**src/source/axi_ctrl_pkg.sv**
```systemverilog
`default_nettype none

package axi_ctrl_pkg;

    //////////////////////////////////////////////////////////////////////
    // widths
    //////////////////////////////////////////////////////////////////////

    // local register port byte address
    localparam int addr_w = 15;
    localparam int data_w = 32;
    localparam int strb_w = 4;
    localparam int user_w = 2;
    // address field carried in a remote header word
    localparam int raddr_w = 28;

    //////////////////////////////////////////////////////////////////////
    // address map
    //////////////////////////////////////////////////////////////////////

    // mailbox bank, eight words
    localparam logic [addr_w-1:0] mb_low  = 15'h2000;
    localparam logic [addr_w-1:0] mb_high = 15'h201F;
    // control bank, two words
    localparam logic [addr_w-1:0] aa_low  = 15'h2100;
    localparam logic [addr_w-1:0] aa_high = 15'h2107;

    localparam int mb_words = 8;
    localparam int aa_words = 2;
    // word index into the larger bank
    localparam int idx_w = $clog2(mb_words);

    localparam int fifo_depth_default = 8;

    //////////////////////////////////////////////////////////////////////
    // enums
    //////////////////////////////////////////////////////////////////////

    typedef enum logic {req_write, req_read} req_kind_e;

    // only user_remote_write is acted on
    typedef enum logic [user_w-1:0] {
        user_none         = 2'b00,
        user_remote_write = 2'b01,
        user_addr         = 2'b10,
        user_data         = 2'b11
    } user_code_e;

    typedef enum logic [1:0] {st_wait, st_decide, st_execute} seq_state_e;

    typedef enum logic [1:0] {tgt_mailbox, tgt_control, tgt_none} target_e;

    //////////////////////////////////////////////////////////////////////
    // packed structs
    //////////////////////////////////////////////////////////////////////

    // local request, 52 bits
    typedef struct packed {
        req_kind_e           kind;
        logic [addr_w-1:0]   addr;
        logic [data_w-1:0]   data;
        logic [strb_w-1:0]   strb;
    } local_req_t;

    // remote stream word, 34 bits
    typedef struct packed {
        logic [data_w-1:0]   data;
        user_code_e          user;
    } stream_word_t;

    // header and data word joined, 64 bits
    typedef struct packed {
        logic [strb_w-1:0]   strb;
        logic [raddr_w-1:0]  addr;
        logic [data_w-1:0]   data;
    } remote_wr_t;

    // one decoded access for the register bank
    typedef struct packed {
        logic                write;
        logic                read;
        target_e             target;
        logic [idx_w-1:0]    index;
        logic [data_w-1:0]   data;
        logic [strb_w-1:0]   strb;
        logic                remote;
    } bank_cmd_t;

endpackage

`default_nettype wire

```
**src/source/axi_ctrl_logic.sv**
```systemverilog
`timescale 1ns/1ps
`default_nettype none

module axi_ctrl_logic #(
    parameter int ls_depth = axi_ctrl_pkg::fifo_depth_default,
    parameter int ss_depth = axi_ctrl_pkg::fifo_depth_default
) (
    input  wire                                axi_aclk,
    input  wire                                axi_aresetn,
    // local register port
    input  wire axi_ctrl_pkg::local_req_t      local_req,
    input  wire                                local_valid,
    output logic                               local_ready,
    // remote stream port
    input  wire axi_ctrl_pkg::stream_word_t    remote_word,
    input  wire                                remote_valid,
    output logic                               remote_ready,
    // read response and interrupt
    output logic [axi_ctrl_pkg::data_w-1:0]    read_data,
    output logic                               read_done,
    output logic                               axi_interrupt
);

    import axi_ctrl_pkg::*;

    // local queue to sequencer
    local_req_t   ls_item;
    logic         ls_valid;
    logic         ls_ready;
    // remote queue to assembler
    stream_word_t ss_item;
    logic         ss_valid;
    logic         ss_ready;
    // assembler to sequencer
    remote_wr_t   pair;
    logic         pair_valid;
    logic         pair_ready;
    // sequencer to bank
    bank_cmd_t    cmd;
    logic         cmd_valid;

    //////////////////////////////////////////////////////////////////////
    // input queues
    //////////////////////////////////////////////////////////////////////

    ctrl_fifo #(
        .WIDTH($bits(local_req_t)),
        .DEPTH(ls_depth)
    ) i_ls_fifo (
        .axi_aclk   (axi_aclk),
        .axi_aresetn(axi_aresetn),
        .in_data    (local_req),
        .in_valid   (local_valid),
        .in_ready   (local_ready),
        .out_data   (ls_item),
        .out_valid  (ls_valid),
        .out_ready  (ls_ready)
    );

    ctrl_fifo #(
        .WIDTH($bits(stream_word_t)),
        .DEPTH(ss_depth)
    ) i_ss_fifo (
        .axi_aclk   (axi_aclk),
        .axi_aresetn(axi_aresetn),
        .in_data    (remote_word),
        .in_valid   (remote_valid),
        .in_ready   (remote_ready),
        .out_data   (ss_item),
        .out_valid  (ss_valid),
        .out_ready  (ss_ready)
    );

    //////////////////////////////////////////////////////////////////////
    // pairing, sequencing, registers
    //////////////////////////////////////////////////////////////////////

    remote_pair_assembler i_pair_asm (
        .axi_aclk   (axi_aclk),
        .axi_aresetn(axi_aresetn),
        .word       (ss_item),
        .word_valid (ss_valid),
        .word_ready (ss_ready),
        .pair       (pair),
        .pair_valid (pair_valid),
        .pair_ready (pair_ready)
    );

    ctrl_sequencer i_seq (
        .axi_aclk   (axi_aclk),
        .axi_aresetn(axi_aresetn),
        .ls_item    (ls_item),
        .ls_valid   (ls_valid),
        .ls_ready   (ls_ready),
        .pair       (pair),
        .pair_valid (pair_valid),
        .pair_ready (pair_ready),
        .cmd        (cmd),
        .cmd_valid  (cmd_valid)
    );

    ctrl_register_bank i_bank (
        .axi_aclk     (axi_aclk),
        .axi_aresetn  (axi_aresetn),
        .cmd          (cmd),
        .cmd_valid    (cmd_valid),
        .read_data    (read_data),
        .read_done    (read_done),
        .axi_interrupt(axi_interrupt)
    );

endmodule

`default_nettype wire

```
**src/source/ctrl_fifo.sv**
```systemverilog
`timescale 1ns/1ps
`default_nettype none

module ctrl_fifo #(
    parameter int WIDTH = 8,
    parameter int DEPTH = 8
) (
    input  wire              axi_aclk,
    input  wire              axi_aresetn,
    input  wire [WIDTH-1:0]  in_data,
    input  wire              in_valid,
    output logic             in_ready,
    output logic [WIDTH-1:0] out_data,
    output logic             out_valid,
    input  wire              out_ready
);

    localparam int ptr_w = (DEPTH > 1) ? $clog2(DEPTH) : 1;
    localparam int cnt_w = $clog2(DEPTH + 1);

    logic [WIDTH-1:0] mem [DEPTH];
    logic [ptr_w-1:0] wr_ptr;
    logic [ptr_w-1:0] rd_ptr;
    logic [cnt_w-1:0] count;
    logic [cnt_w-1:0] count_next;
    logic             push;
    logic             pop;

    // pointer wrap, depth need not be a power of two
    function automatic logic [ptr_w-1:0] ptr_inc(input logic [ptr_w-1:0] ptr);
        if (ptr == ptr_w'(DEPTH - 1)) begin
            return '0;
        end
        return ptr + 1'b1;
    endfunction

    assign push = in_valid && in_ready;
    assign pop  = out_valid && out_ready;

    // head entry straight from storage
    assign out_valid = (count != '0);
    assign out_data  = mem[rd_ptr];

    assign count_next = count + cnt_w'(push) - cnt_w'(pop);

    // storage
    always_ff @(posedge axi_aclk) begin
        if (push) begin
            mem[wr_ptr] <= in_data;
        end
    end

    // pointers, count and registered ready
    always_ff @(posedge axi_aclk or negedge axi_aresetn) begin
        if (!axi_aresetn) begin
            wr_ptr   <= '0;
            rd_ptr   <= '0;
            count    <= '0;
            // held low through reset
            in_ready <= 1'b0;
        end else begin
            if (push) begin
                wr_ptr <= ptr_inc(wr_ptr);
            end
            if (pop) begin
                rd_ptr <= ptr_inc(rd_ptr);
            end
            count    <= count_next;
            // full queue pushes back on the sender
            in_ready <= (count_next != cnt_w'(DEPTH));
        end
    end

endmodule

`default_nettype wire

```
**src/source/ctrl_register_bank.sv**
```systemverilog
`timescale 1ns/1ps
`default_nettype none

module ctrl_register_bank (
    input  wire                                 axi_aclk,
    input  wire                                 axi_aresetn,
    input  wire axi_ctrl_pkg::bank_cmd_t        cmd,
    input  wire                                 cmd_valid,
    output logic [axi_ctrl_pkg::data_w-1:0]     read_data,
    output logic                                read_done,
    output logic                                axi_interrupt
);

    import axi_ctrl_pkg::*;

    localparam int aa_idx_w = (aa_words > 1) ? $clog2(aa_words) : 1;

    logic [data_w-1:0]   mb_regs [mb_words];
    logic [data_w-1:0]   aa_regs [aa_words];
    logic [aa_idx_w-1:0] aa_idx;
    logic [data_w-1:0]   rd_word;
    logic                do_write;

    // byte lane merge under strobe
    function automatic logic [data_w-1:0] strb_merge(
        input logic [data_w-1:0] old_word,
        input logic [data_w-1:0] new_word,
        input logic [strb_w-1:0] strb
    );
        logic [data_w-1:0] merged;
        merged = old_word;
        for (int b = 0; b < strb_w; b++) begin
            if (strb[b]) begin
                merged[8*b +: 8] = new_word[8*b +: 8];
            end
        end
        return merged;
    endfunction

    assign aa_idx   = cmd.index[aa_idx_w-1:0];
    assign do_write = cmd_valid && cmd.write;

    // unmapped reads give zero
    always_comb begin
        case (cmd.target)
            tgt_mailbox: rd_word = mb_regs[cmd.index];
            tgt_control: rd_word = aa_regs[aa_idx];
            default:     rd_word = '0;
        endcase
    end

    //////////////////////////////////////////////////////////////////////
    // registers and response pulses
    //////////////////////////////////////////////////////////////////////

    always_ff @(posedge axi_aclk or negedge axi_aresetn) begin
        if (!axi_aresetn) begin
            for (int i = 0; i < mb_words; i++) begin
                mb_regs[i] <= '0;
            end
            for (int i = 0; i < aa_words; i++) begin
                aa_regs[i] <= '0;
            end
            read_done     <= 1'b0;
            axi_interrupt <= 1'b0;
        end else begin
            if (do_write && cmd.target == tgt_mailbox) begin
                mb_regs[cmd.index] <= strb_merge(mb_regs[cmd.index], cmd.data, cmd.strb);
            end
            if (do_write && cmd.target == tgt_control) begin
                aa_regs[aa_idx] <= strb_merge(aa_regs[aa_idx], cmd.data, cmd.strb);
            end
            // one cycle after the command
            read_done     <= cmd_valid && cmd.read;
            axi_interrupt <= do_write && cmd.remote && (cmd.target == tgt_mailbox);
        end
    end

    // read word lands with read_done
    always_ff @(posedge axi_aclk) begin
        if (cmd_valid && cmd.read) begin
            read_data <= rd_word;
        end
    end

endmodule

`default_nettype wire

```
**src/source/ctrl_sequencer.sv**
```systemverilog
`timescale 1ns/1ps
`default_nettype none

module ctrl_sequencer (
    input  wire                            axi_aclk,
    input  wire                            axi_aresetn,
    input  wire axi_ctrl_pkg::local_req_t  ls_item,
    input  wire                            ls_valid,
    output logic                           ls_ready,
    input  wire axi_ctrl_pkg::remote_wr_t  pair,
    input  wire                            pair_valid,
    output logic                           pair_ready,
    output axi_ctrl_pkg::bank_cmd_t        cmd,
    output logic                           cmd_valid
);

    import axi_ctrl_pkg::*;

    seq_state_e          state;
    seq_state_e          state_next;
    // source chosen in st_wait, 1 for remote
    logic                sel_remote;
    logic                last_remote;
    logic                pick_remote;
    logic [raddr_w-1:0]  dec_addr;
    logic                in_mb;
    logic                in_aa;
    bank_cmd_t           cmd_d;
    bank_cmd_t           cmd_q;

    //////////////////////////////////////////////////////////////////////
    // state machine
    //////////////////////////////////////////////////////////////////////

    always_comb begin
        state_next = state;
        case (state)
            st_wait: begin
                if (ls_valid || pair_valid) begin
                    state_next = st_decide;
                end
            end
            st_decide:  state_next = st_execute;
            st_execute: state_next = st_wait;
            default:    state_next = st_wait;
        endcase
    end

    // round robin, only a tie looks at the last source
    assign pick_remote = pair_valid && !(ls_valid && last_remote);

    always_ff @(posedge axi_aclk or negedge axi_aresetn) begin
        if (!axi_aresetn) begin
            state       <= st_wait;
            sel_remote  <= 1'b0;
            // local wins the first tie
            last_remote <= 1'b1;
        end else begin
            state <= state_next;
            if (state == st_wait) begin
                sel_remote <= pick_remote;
            end
            if (state == st_execute) begin
                last_remote <= sel_remote;
            end
        end
    end

    //////////////////////////////////////////////////////////////////////
    // address decode
    //////////////////////////////////////////////////////////////////////

    assign dec_addr = sel_remote ? pair.addr : raddr_w'(ls_item.addr);
    assign in_mb = (dec_addr >= raddr_w'(mb_low)) && (dec_addr <= raddr_w'(mb_high));
    assign in_aa = (dec_addr >= raddr_w'(aa_low)) && (dec_addr <= raddr_w'(aa_high));

    always_comb begin
        // both banks sit on 32 byte boundaries
        cmd_d.index  = dec_addr[idx_w+1:2];
        cmd_d.remote = sel_remote;
        if (sel_remote) begin
            // remote side may only touch the mailbox
            cmd_d.write  = 1'b1;
            cmd_d.read   = 1'b0;
            cmd_d.target = in_mb ? tgt_mailbox : tgt_none;
            cmd_d.data   = pair.data;
            cmd_d.strb   = pair.strb;
        end else begin
            cmd_d.write  = (ls_item.kind == req_write);
            cmd_d.read   = (ls_item.kind == req_read);
            cmd_d.target = in_mb ? tgt_mailbox : (in_aa ? tgt_control : tgt_none);
            cmd_d.data   = ls_item.data;
            cmd_d.strb   = ls_item.strb;
        end
    end

    // decoded command held for st_execute
    always_ff @(posedge axi_aclk) begin
        if (state == st_decide) begin
            cmd_q <= cmd_d;
        end
    end

    // issue and pop together
    assign cmd        = cmd_q;
    assign cmd_valid  = (state == st_execute);
    assign ls_ready   = (state == st_execute) && !sel_remote;
    assign pair_ready = (state == st_execute) && sel_remote;

endmodule

`default_nettype wire

```
**src/source/remote_pair_assembler.sv**
```systemverilog
`timescale 1ns/1ps
`default_nettype none

module remote_pair_assembler (
    input  wire                              axi_aclk,
    input  wire                              axi_aresetn,
    input  wire axi_ctrl_pkg::stream_word_t  word,
    input  wire                              word_valid,
    output logic                             word_ready,
    output axi_ctrl_pkg::remote_wr_t         pair,
    output logic                             pair_valid,
    input  wire                              pair_ready
);

    import axi_ctrl_pkg::*;

    // held header word
    logic [data_w-1:0] hdr;
    logic              hdr_held;
    logic              is_rw;
    logic              take;

    assign is_rw = (word.user == user_remote_write);

    //////////////////////////////////////////////////////////////////////
    // handshake
    //////////////////////////////////////////////////////////////////////

    // second write word stays at the head until the pair goes
    assign pair_valid = word_valid && is_rw && hdr_held;

    // other user codes drain in one cycle
    assign word_ready = !is_rw || !hdr_held || pair_ready;

    assign take = word_valid && word_ready;

    // header holds strobe on top and address below
    always_comb begin
        pair.strb = hdr[data_w-1 -: strb_w];
        pair.addr = hdr[raddr_w-1:0];
        pair.data = word.data;
    end

    //////////////////////////////////////////////////////////////////////
    // header capture
    //////////////////////////////////////////////////////////////////////

    always_ff @(posedge axi_aclk) begin
        if (take && is_rw && !hdr_held) begin
            hdr <= word.data;
        end
    end

    // flag set by the header, cleared when the pair is taken
    always_ff @(posedge axi_aclk or negedge axi_aresetn) begin
        if (!axi_aresetn) begin
            hdr_held <= 1'b0;
        end else if (take && is_rw) begin
            hdr_held <= !hdr_held;
        end
    end

endmodule

`default_nettype wire

```
**config.mk**
```make
export PLATFORM = sky130hd
export DESIGN_NAME = axi_ctrl_logic
export DESIGN_NICKNAME = d
export VERILOG_FILES = /design/src/source/axi_ctrl_pkg.sv /design/src/source/axi_ctrl_logic.sv /design/src/source/ctrl_fifo.sv /design/src/source/ctrl_register_bank.sv /design/src/source/ctrl_sequencer.sv /design/src/source/remote_pair_assembler.sv
export SDC_FILE = /design/constraint.sdc
export NUM_CORES = 2
export LEC_CHECK = 0
export BUFFER_PORTS_ARGS = -buffer_cell sky130_fd_sc_hd__buf_2
export CAP_MARGIN = 20
export CELL_PAD_IN_SITES_DETAIL_PLACEMENT = 1
export CELL_PAD_IN_SITES_GLOBAL_PLACEMENT = 2
export CORE_UTILIZATION = 48
export DETAILED_ROUTE_END_ITERATION = 12
export PLACE_DENSITY = 0.8
export SYNTH_ARGS = -nofsm -noshare
export SYNTH_HDL_FRONTEND = slang
export SYNTH_HIERARCHICAL = 1
export SYNTH_SLANG_ARGS = --single-unit
```
**constraint.sdc**
```tcl
create_clock -name axi_aclk -period 6.25 [get_ports axi_aclk]
set_input_delay 1.5625 -clock axi_aclk [delete_from_list [all_inputs] [get_ports axi_aclk]]
set_output_delay 1.5625 -clock axi_aclk [all_outputs]
set_load 0.005 [all_outputs]
```
Word level (Yosys, flattened, before mapping). Memory sizes are Yosys's and may differ from the RTL's. Cells that the tools add are included.

Register bits after elaboration: 457. Bits in writable memories: 688. Input bits: 90. Output and inout bits: 36. Memories: 2.

Memory list: i_ls_fifo.mem (depth 8, bits a word 52, rd ports 1, clocked after Yosys merged registers in 0, wr ports 1, RTL line ctrl_fifo.sv:21) `logic [WIDTH-1:0] mem [DEPTH];`; i_ss_fifo.mem (depth 8, bits a word 34, rd ports 1, clocked after Yosys merged registers in 0, wr ports 1, RTL line ctrl_fifo.sv:21).

Add/sub/neg operators: 8. Order comparisons: 8. Equal/unequal tests: 11. Mux-type cells: 57. Bitwise operators: 3. Reductions and logical operators: 33.

Operator list (number): bitwise mux 256 bit (1); 2-to-1 mux 32 bit (7); 2-to-1 mux 8 bit (16); binary-select mux 32 bit (select 3 bit) (1); demux 32 bit (select 3 bit) (1); bitwise mux 64 bit (1); one-hot mux 32 bit (2 select lines) (1); >= comparator 28 x 14 -> 1 bit (second input constant) (2); less-or-equal comparator 28 x 14 -> 1 bit (second input constant) (2); 2-to-1 mux 36 bit (1); demux 32 bit (select 1 bit) (1); 2-to-1 mux 28 bit (1); 2-to-1 mux 3 bit (8); logical AND 1 bit (22); adder 3 x 1 -> 3 bit (second input constant) (4); == test 3 bit (second input constant) (4); 2-to-1 mux 1 bit (12); 2-to-1 mux 2 bit (5); adder 4 x 1 -> 4 bit (2); inequality test 4 bit (second input constant) (2); nonzero test 4 bit (2); subtractor 4 x 1 -> 4 bit (2); == test 2 x 1 -> 1 bit (second input constant) (3); >= comparator 4 bit (second input constant) (1); 12 further kinds (18).

Longest topological paths before layout. An unclocked memory read counts as a cell.

Word-level depth: 8. Depth in mapped cells: 16. Mapped depth without buffers: 14.

Modules after synthesis. Netlist, hierarchy kept.

Modules (own cells, without submodules): ctrl_fifo (i_ls_fifo) (instances 1, cells an instance 664, area each 16543.4 µm², sequential area each 12767.2 µm²); ctrl_register_bank (instances 1, cells an instance 1271, area each 15676.3 µm², sequential area each 9018.6 µm²); ctrl_fifo (i_ss_fifo) (instances 1, cells an instance 456, area each 10882.9 µm², sequential area each 8443.1 µm²); ctrl_sequencer (instances 1, cells an instance 126, area each 2139.6 µm², sequential area each 1422.6 µm²); remote_pair_assembler (instances 1, cells an instance 72, area each 1283.7 µm², sequential area each 985.9 µm²).

Worst setup path after synthesis. No wires, ideal clock.

Path type: input-to-reg. Start point: input local_valid. End point: memory i_ls_fifo/mem[0][0] (netlist bit), enable pin. Library setup time: 526 ps. Data arrival time: 5547 ps. Data required time: 5724 ps. Setup slack: 178 ps. Stages: 3. Cells stage by stage: nand2_1 -> or2_2 -> nor3_1.

Cells in the longest elaborated chain, start to end: 3.

RTL lines: start: declaration (RTL line axi_ctrl_logic.sv:12) `input wire local_valid,`; logical AND 1 bit (RTL line ctrl_fifo.sv:37) `assign push = in_valid && in_ready;`; 2-to-1 mux 1 bit (RTL line ctrl_fifo.sv:48) `if (push) begin`; 2-to-1 mux 1 bit (not written as such) (RTL line ctrl_fifo.sv:49) `mem[wr_ptr] <= in_data;`; end: declaration (RTL line ctrl_fifo.sv:21).

Every way passes these cells.

==> flow_summary_export.csv <==
group,metric,value,unit
clock_network,cts.sinks,1127,
floorplanning,die_w,311,um
yosys,syn_inst,2565,
sta,tns,0,ns
route,wl,109000,um
sta,tightest_slew,1.14,ns
layout,nFillCells,8481,
worst_setup_path,crit_path_start_kind,"flip-flop",
power_and_ir_drop,switching_share,0.302,
clock_network,cts_buffer_depth,3,
power_and_ir_drop,cellPowerDensity,445,nW/um2
clock_network,cts_resized,0,
sta,final_max_slew_viol_count,0,
placed_design,io_buffers,123,
route,drtIter0Drc,1644,
sta,setup_violations,0,
hold_path,hold_path_class,"flip-flop to flip-flop",
placed_design,gp_congestion,0.757,
sta,fin_skew,0.0376,ns
yosys,yosysWarnings,6,
sta,maxSlewHeadroom,0.238,
yosys,synth_area,45900,um2
yosys,syn_nets,2675,
route,drc,0,
worst_setup_path,end_kind,"flip-flop",
sta,finalCriticalPeriod,4.06,ns
floorplanning,io_pins,126,
run_status,outcome,"finished clean",
layout,layout-drive-gt1-share,0.304,
power_and_ir_drop,ir_worst_vdd,0.332,mV
yosys,avgSynthCellArea,17.9,um2
clock_network,cts_hold_buf,0,
power_and_ir_drop,comb_power_share,0.261,
floorplanning,fp-row-count,113,
layout,area_growth,12.2,%
worst_setup_path,critPathRequiredTime,6.78,ns
worst_setup_path,crit_arrival,4.59,ns
clock_network,cts_max_level,3,
clock_network,post_cts_buffers,0,
floorplanning,chipHeight,311,um
floorplanning,dieArea,96800,um2
clock_network,cts-root-buf,"clkbuf_16",
sta,hold_viol,0,
route,vias,23500,
route,wl_per_cell,27.0,um
sta,fin_crit_sh,0.650,
grt,grt_pass1_wl,164000,um
power_and_ir_drop,seq_power_share,0.437,
placed_design,dp_cells,3814,
power_and_ir_drop,p_int,16.0,mW
power_and_ir_drop,p_leak,18.7,nW
worst_setup_path,cp_max_fo,39,
clock_network,clkSlewWorstSetupHoldPaths,0.06,ns
layout,final_cells,4037,
placed_design,dp_hpwl,64300,um
route,final_antenna_net_count,0,
grt,grt_pass1_vias,25800,
route,avgViaCountPerCell,5.81,
floorplanning,fp.coreArea,94900,um2
route,drtPass1Iterations,5,
sta,clock.fmax,0.246,GHz
power_and_ir_drop,p_clk_frac,0.303,
grt,antenna_found_initial,19,
power_and_ir_drop,switchingPower,6.91,mW
grt,groute.usage.overall,0.227,
clock_network,cts_buffers,115,
grt,overflow,0,
clock_network,tritoncts,"built",
layout,fin_nets,2777,
sta,rsz0062_at_grt,"no",
clock_network,insertion_delay,0.70,ns
flow_run,cap_violations,0,
floorplanning,initial_core_util,0.483,
grt,grt_max_degree,132,
worst_setup_path,path_class,"flip-flop to flip-flop",
critical path, cell delays in order (launching register included):
cell and delay (ns):
dfrtp_2 1.03, mux4_2 0.42, mux2_2 0.29, and2b_2 0.23, nand3b_1 0.07, nand2_1 0.16, inv_1 0.06, ha_1 0.27
inv_1 0.06, ha_1 0.16, inv_1 0.07, fa_1 0.38, xnor2_1 0.18, nor4b_1 0.36, mux2i_1 0.15
placed cells by master (no fill, tap or decap), types with 7 or more instances in the layout:
cell and count:
a211oi_1 32, buf_2 122, buf_4 36, bufinv_16 11, clkbuf_1 35, clkbuf_16 118
clkbuf_8 10, clkinv_1 14, clkinv_2 20, dfrtp_1 341, edfxtp_1 778, ha_1 18
inv_1 18, mux2_2 172, mux2_4 57, mux2i_1 38, mux2i_4 28, mux4_1 17
mux4_2 215, nand2_1 274, nand2b_1 7, nor2_1 41, nor2_4 12, o21ai_0 262
state kept, by name (all words and copies together) (netlist names):
| signal | cells |
|---|---|
| i_ss_fifo/rd_ptr | 3 |
| i_ls_fifo/wr_ptr | 3 |
| i_ls_fifo/in_ready | 1 |
| i_ls_fifo/rd_ptr | 3 |
| i_bank/aa_regs | 64 |
| i_ss_fifo/count | 4 |
| i_bank/axi_interrupt | 1 |
| i_pair_asm/hdr_held | 1 |
| i_ls_fifo/count | 4 |
| i_seq/last_remote | 1 |
| i_seq/sel_remote | 1 |
| i_seq/cmd | 44 |
| i_ss_fifo/in_ready | 1 |
| i_ss_fifo/mem | 272 |
| i_ls_fifo/mem | 400 |
| i_bank/mb_regs | 256 |
| i_ss_fifo/wr_ptr | 3 |
| i_pair_asm/hdr | 30 |
| i_bank/read_done | 1 |
| i_seq/state | 2 |
| i_bank/read_data | 32 |
routing by layer:
layer | GRT usage | routed length, um | up-vias
met5 | 0 | 140 | -
met4 | 0.0638 | 2320 | 20
met3 | 0.0353 | 4810 | 167
met2 | 0.398 | 56800 | 532
met1 | 0.295 | 44700 | 12600
li1 | - | - | 10100
power by group through the flow:
| stage | clock, mW | sequential [mW] | combinational [mW] |
|---|---|---|---|
| 2_1_floorplan | 0 | 9.55 | 4.80 |
| 3_3_place_gp | 0 | 10.1 | 5.80 |
| 3_5_place_dp | 0 | 10.2 | 5.96 |
| 4_1_cts | 7.07 | 10.0 | 6.02 |
| 5_1_grt | 7.33 | 10.1 | 6.30 |
| 6_report | 6.93 | 9.99 | 5.96 |
stage by stage:
step | hold slack, ns | util | worst slack, ns | instance area [um2] | power (mW)
6_report | 0.476 | 0.542 | 2.19 | 51400 | 22.9
5_1_grt | 0.498 | 0.542 | 1.85 | 51400 | 23.7
4_1_cts | 0.479 | 0.542 | 2.18 | 51400 | 23.1
3_5_place_dp | 0.465 | 0.501 | 2.23 | 47600 | 16.1
3_3_place_gp | 0.456 | 0.501 | 2.30 | 47600 | 15.9
2_1_floorplan | 0.427 | - | 0.318 | 45900 | 14.4
path summary, 6_finish.rpt:
path                                     start                   to  slack, ns  depth (start not counted)
max                        i_ss_fifo/rd_ptr[2]   i_ss_fifo/in_ready       2.19                         14
max in group asynchronous          axi_aresetn    i_bank/aa_regs[4]       4.03                          2
min in group asynchronous          axi_aresetn   i_bank/mb_regs[85]       0.96                          1
min                        i_bank/mb_regs[244]  i_bank/mb_regs[244]       0.48                          2
max reg2reg                i_ss_fifo/rd_ptr[2]   i_ss_fifo/in_ready       2.19                         14
min reg2reg                i_bank/mb_regs[244]  i_bank/mb_regs[244]       0.48                          2
final cells by class:
cell class | count | area (um2) | area share
Timing Repair Buffer | 163 | 983 | 0.0191
Multi-Input combinational cell | 1242 | 12800 | 0.250
Clock buffer | 163 | 3220 | 0.0626
Inverter | 18 | 67.6 | 0.00131
Sequential cell | 1127 | 32100 | 0.624
Clock inverter | 53 | 622 | 0.0121
Tap cell | 1265 | 1580 | 0.0308
Antenna cell | 6 | 15.0 | 0.000292
Note: power is estimated with default switching activity, not from simulation.
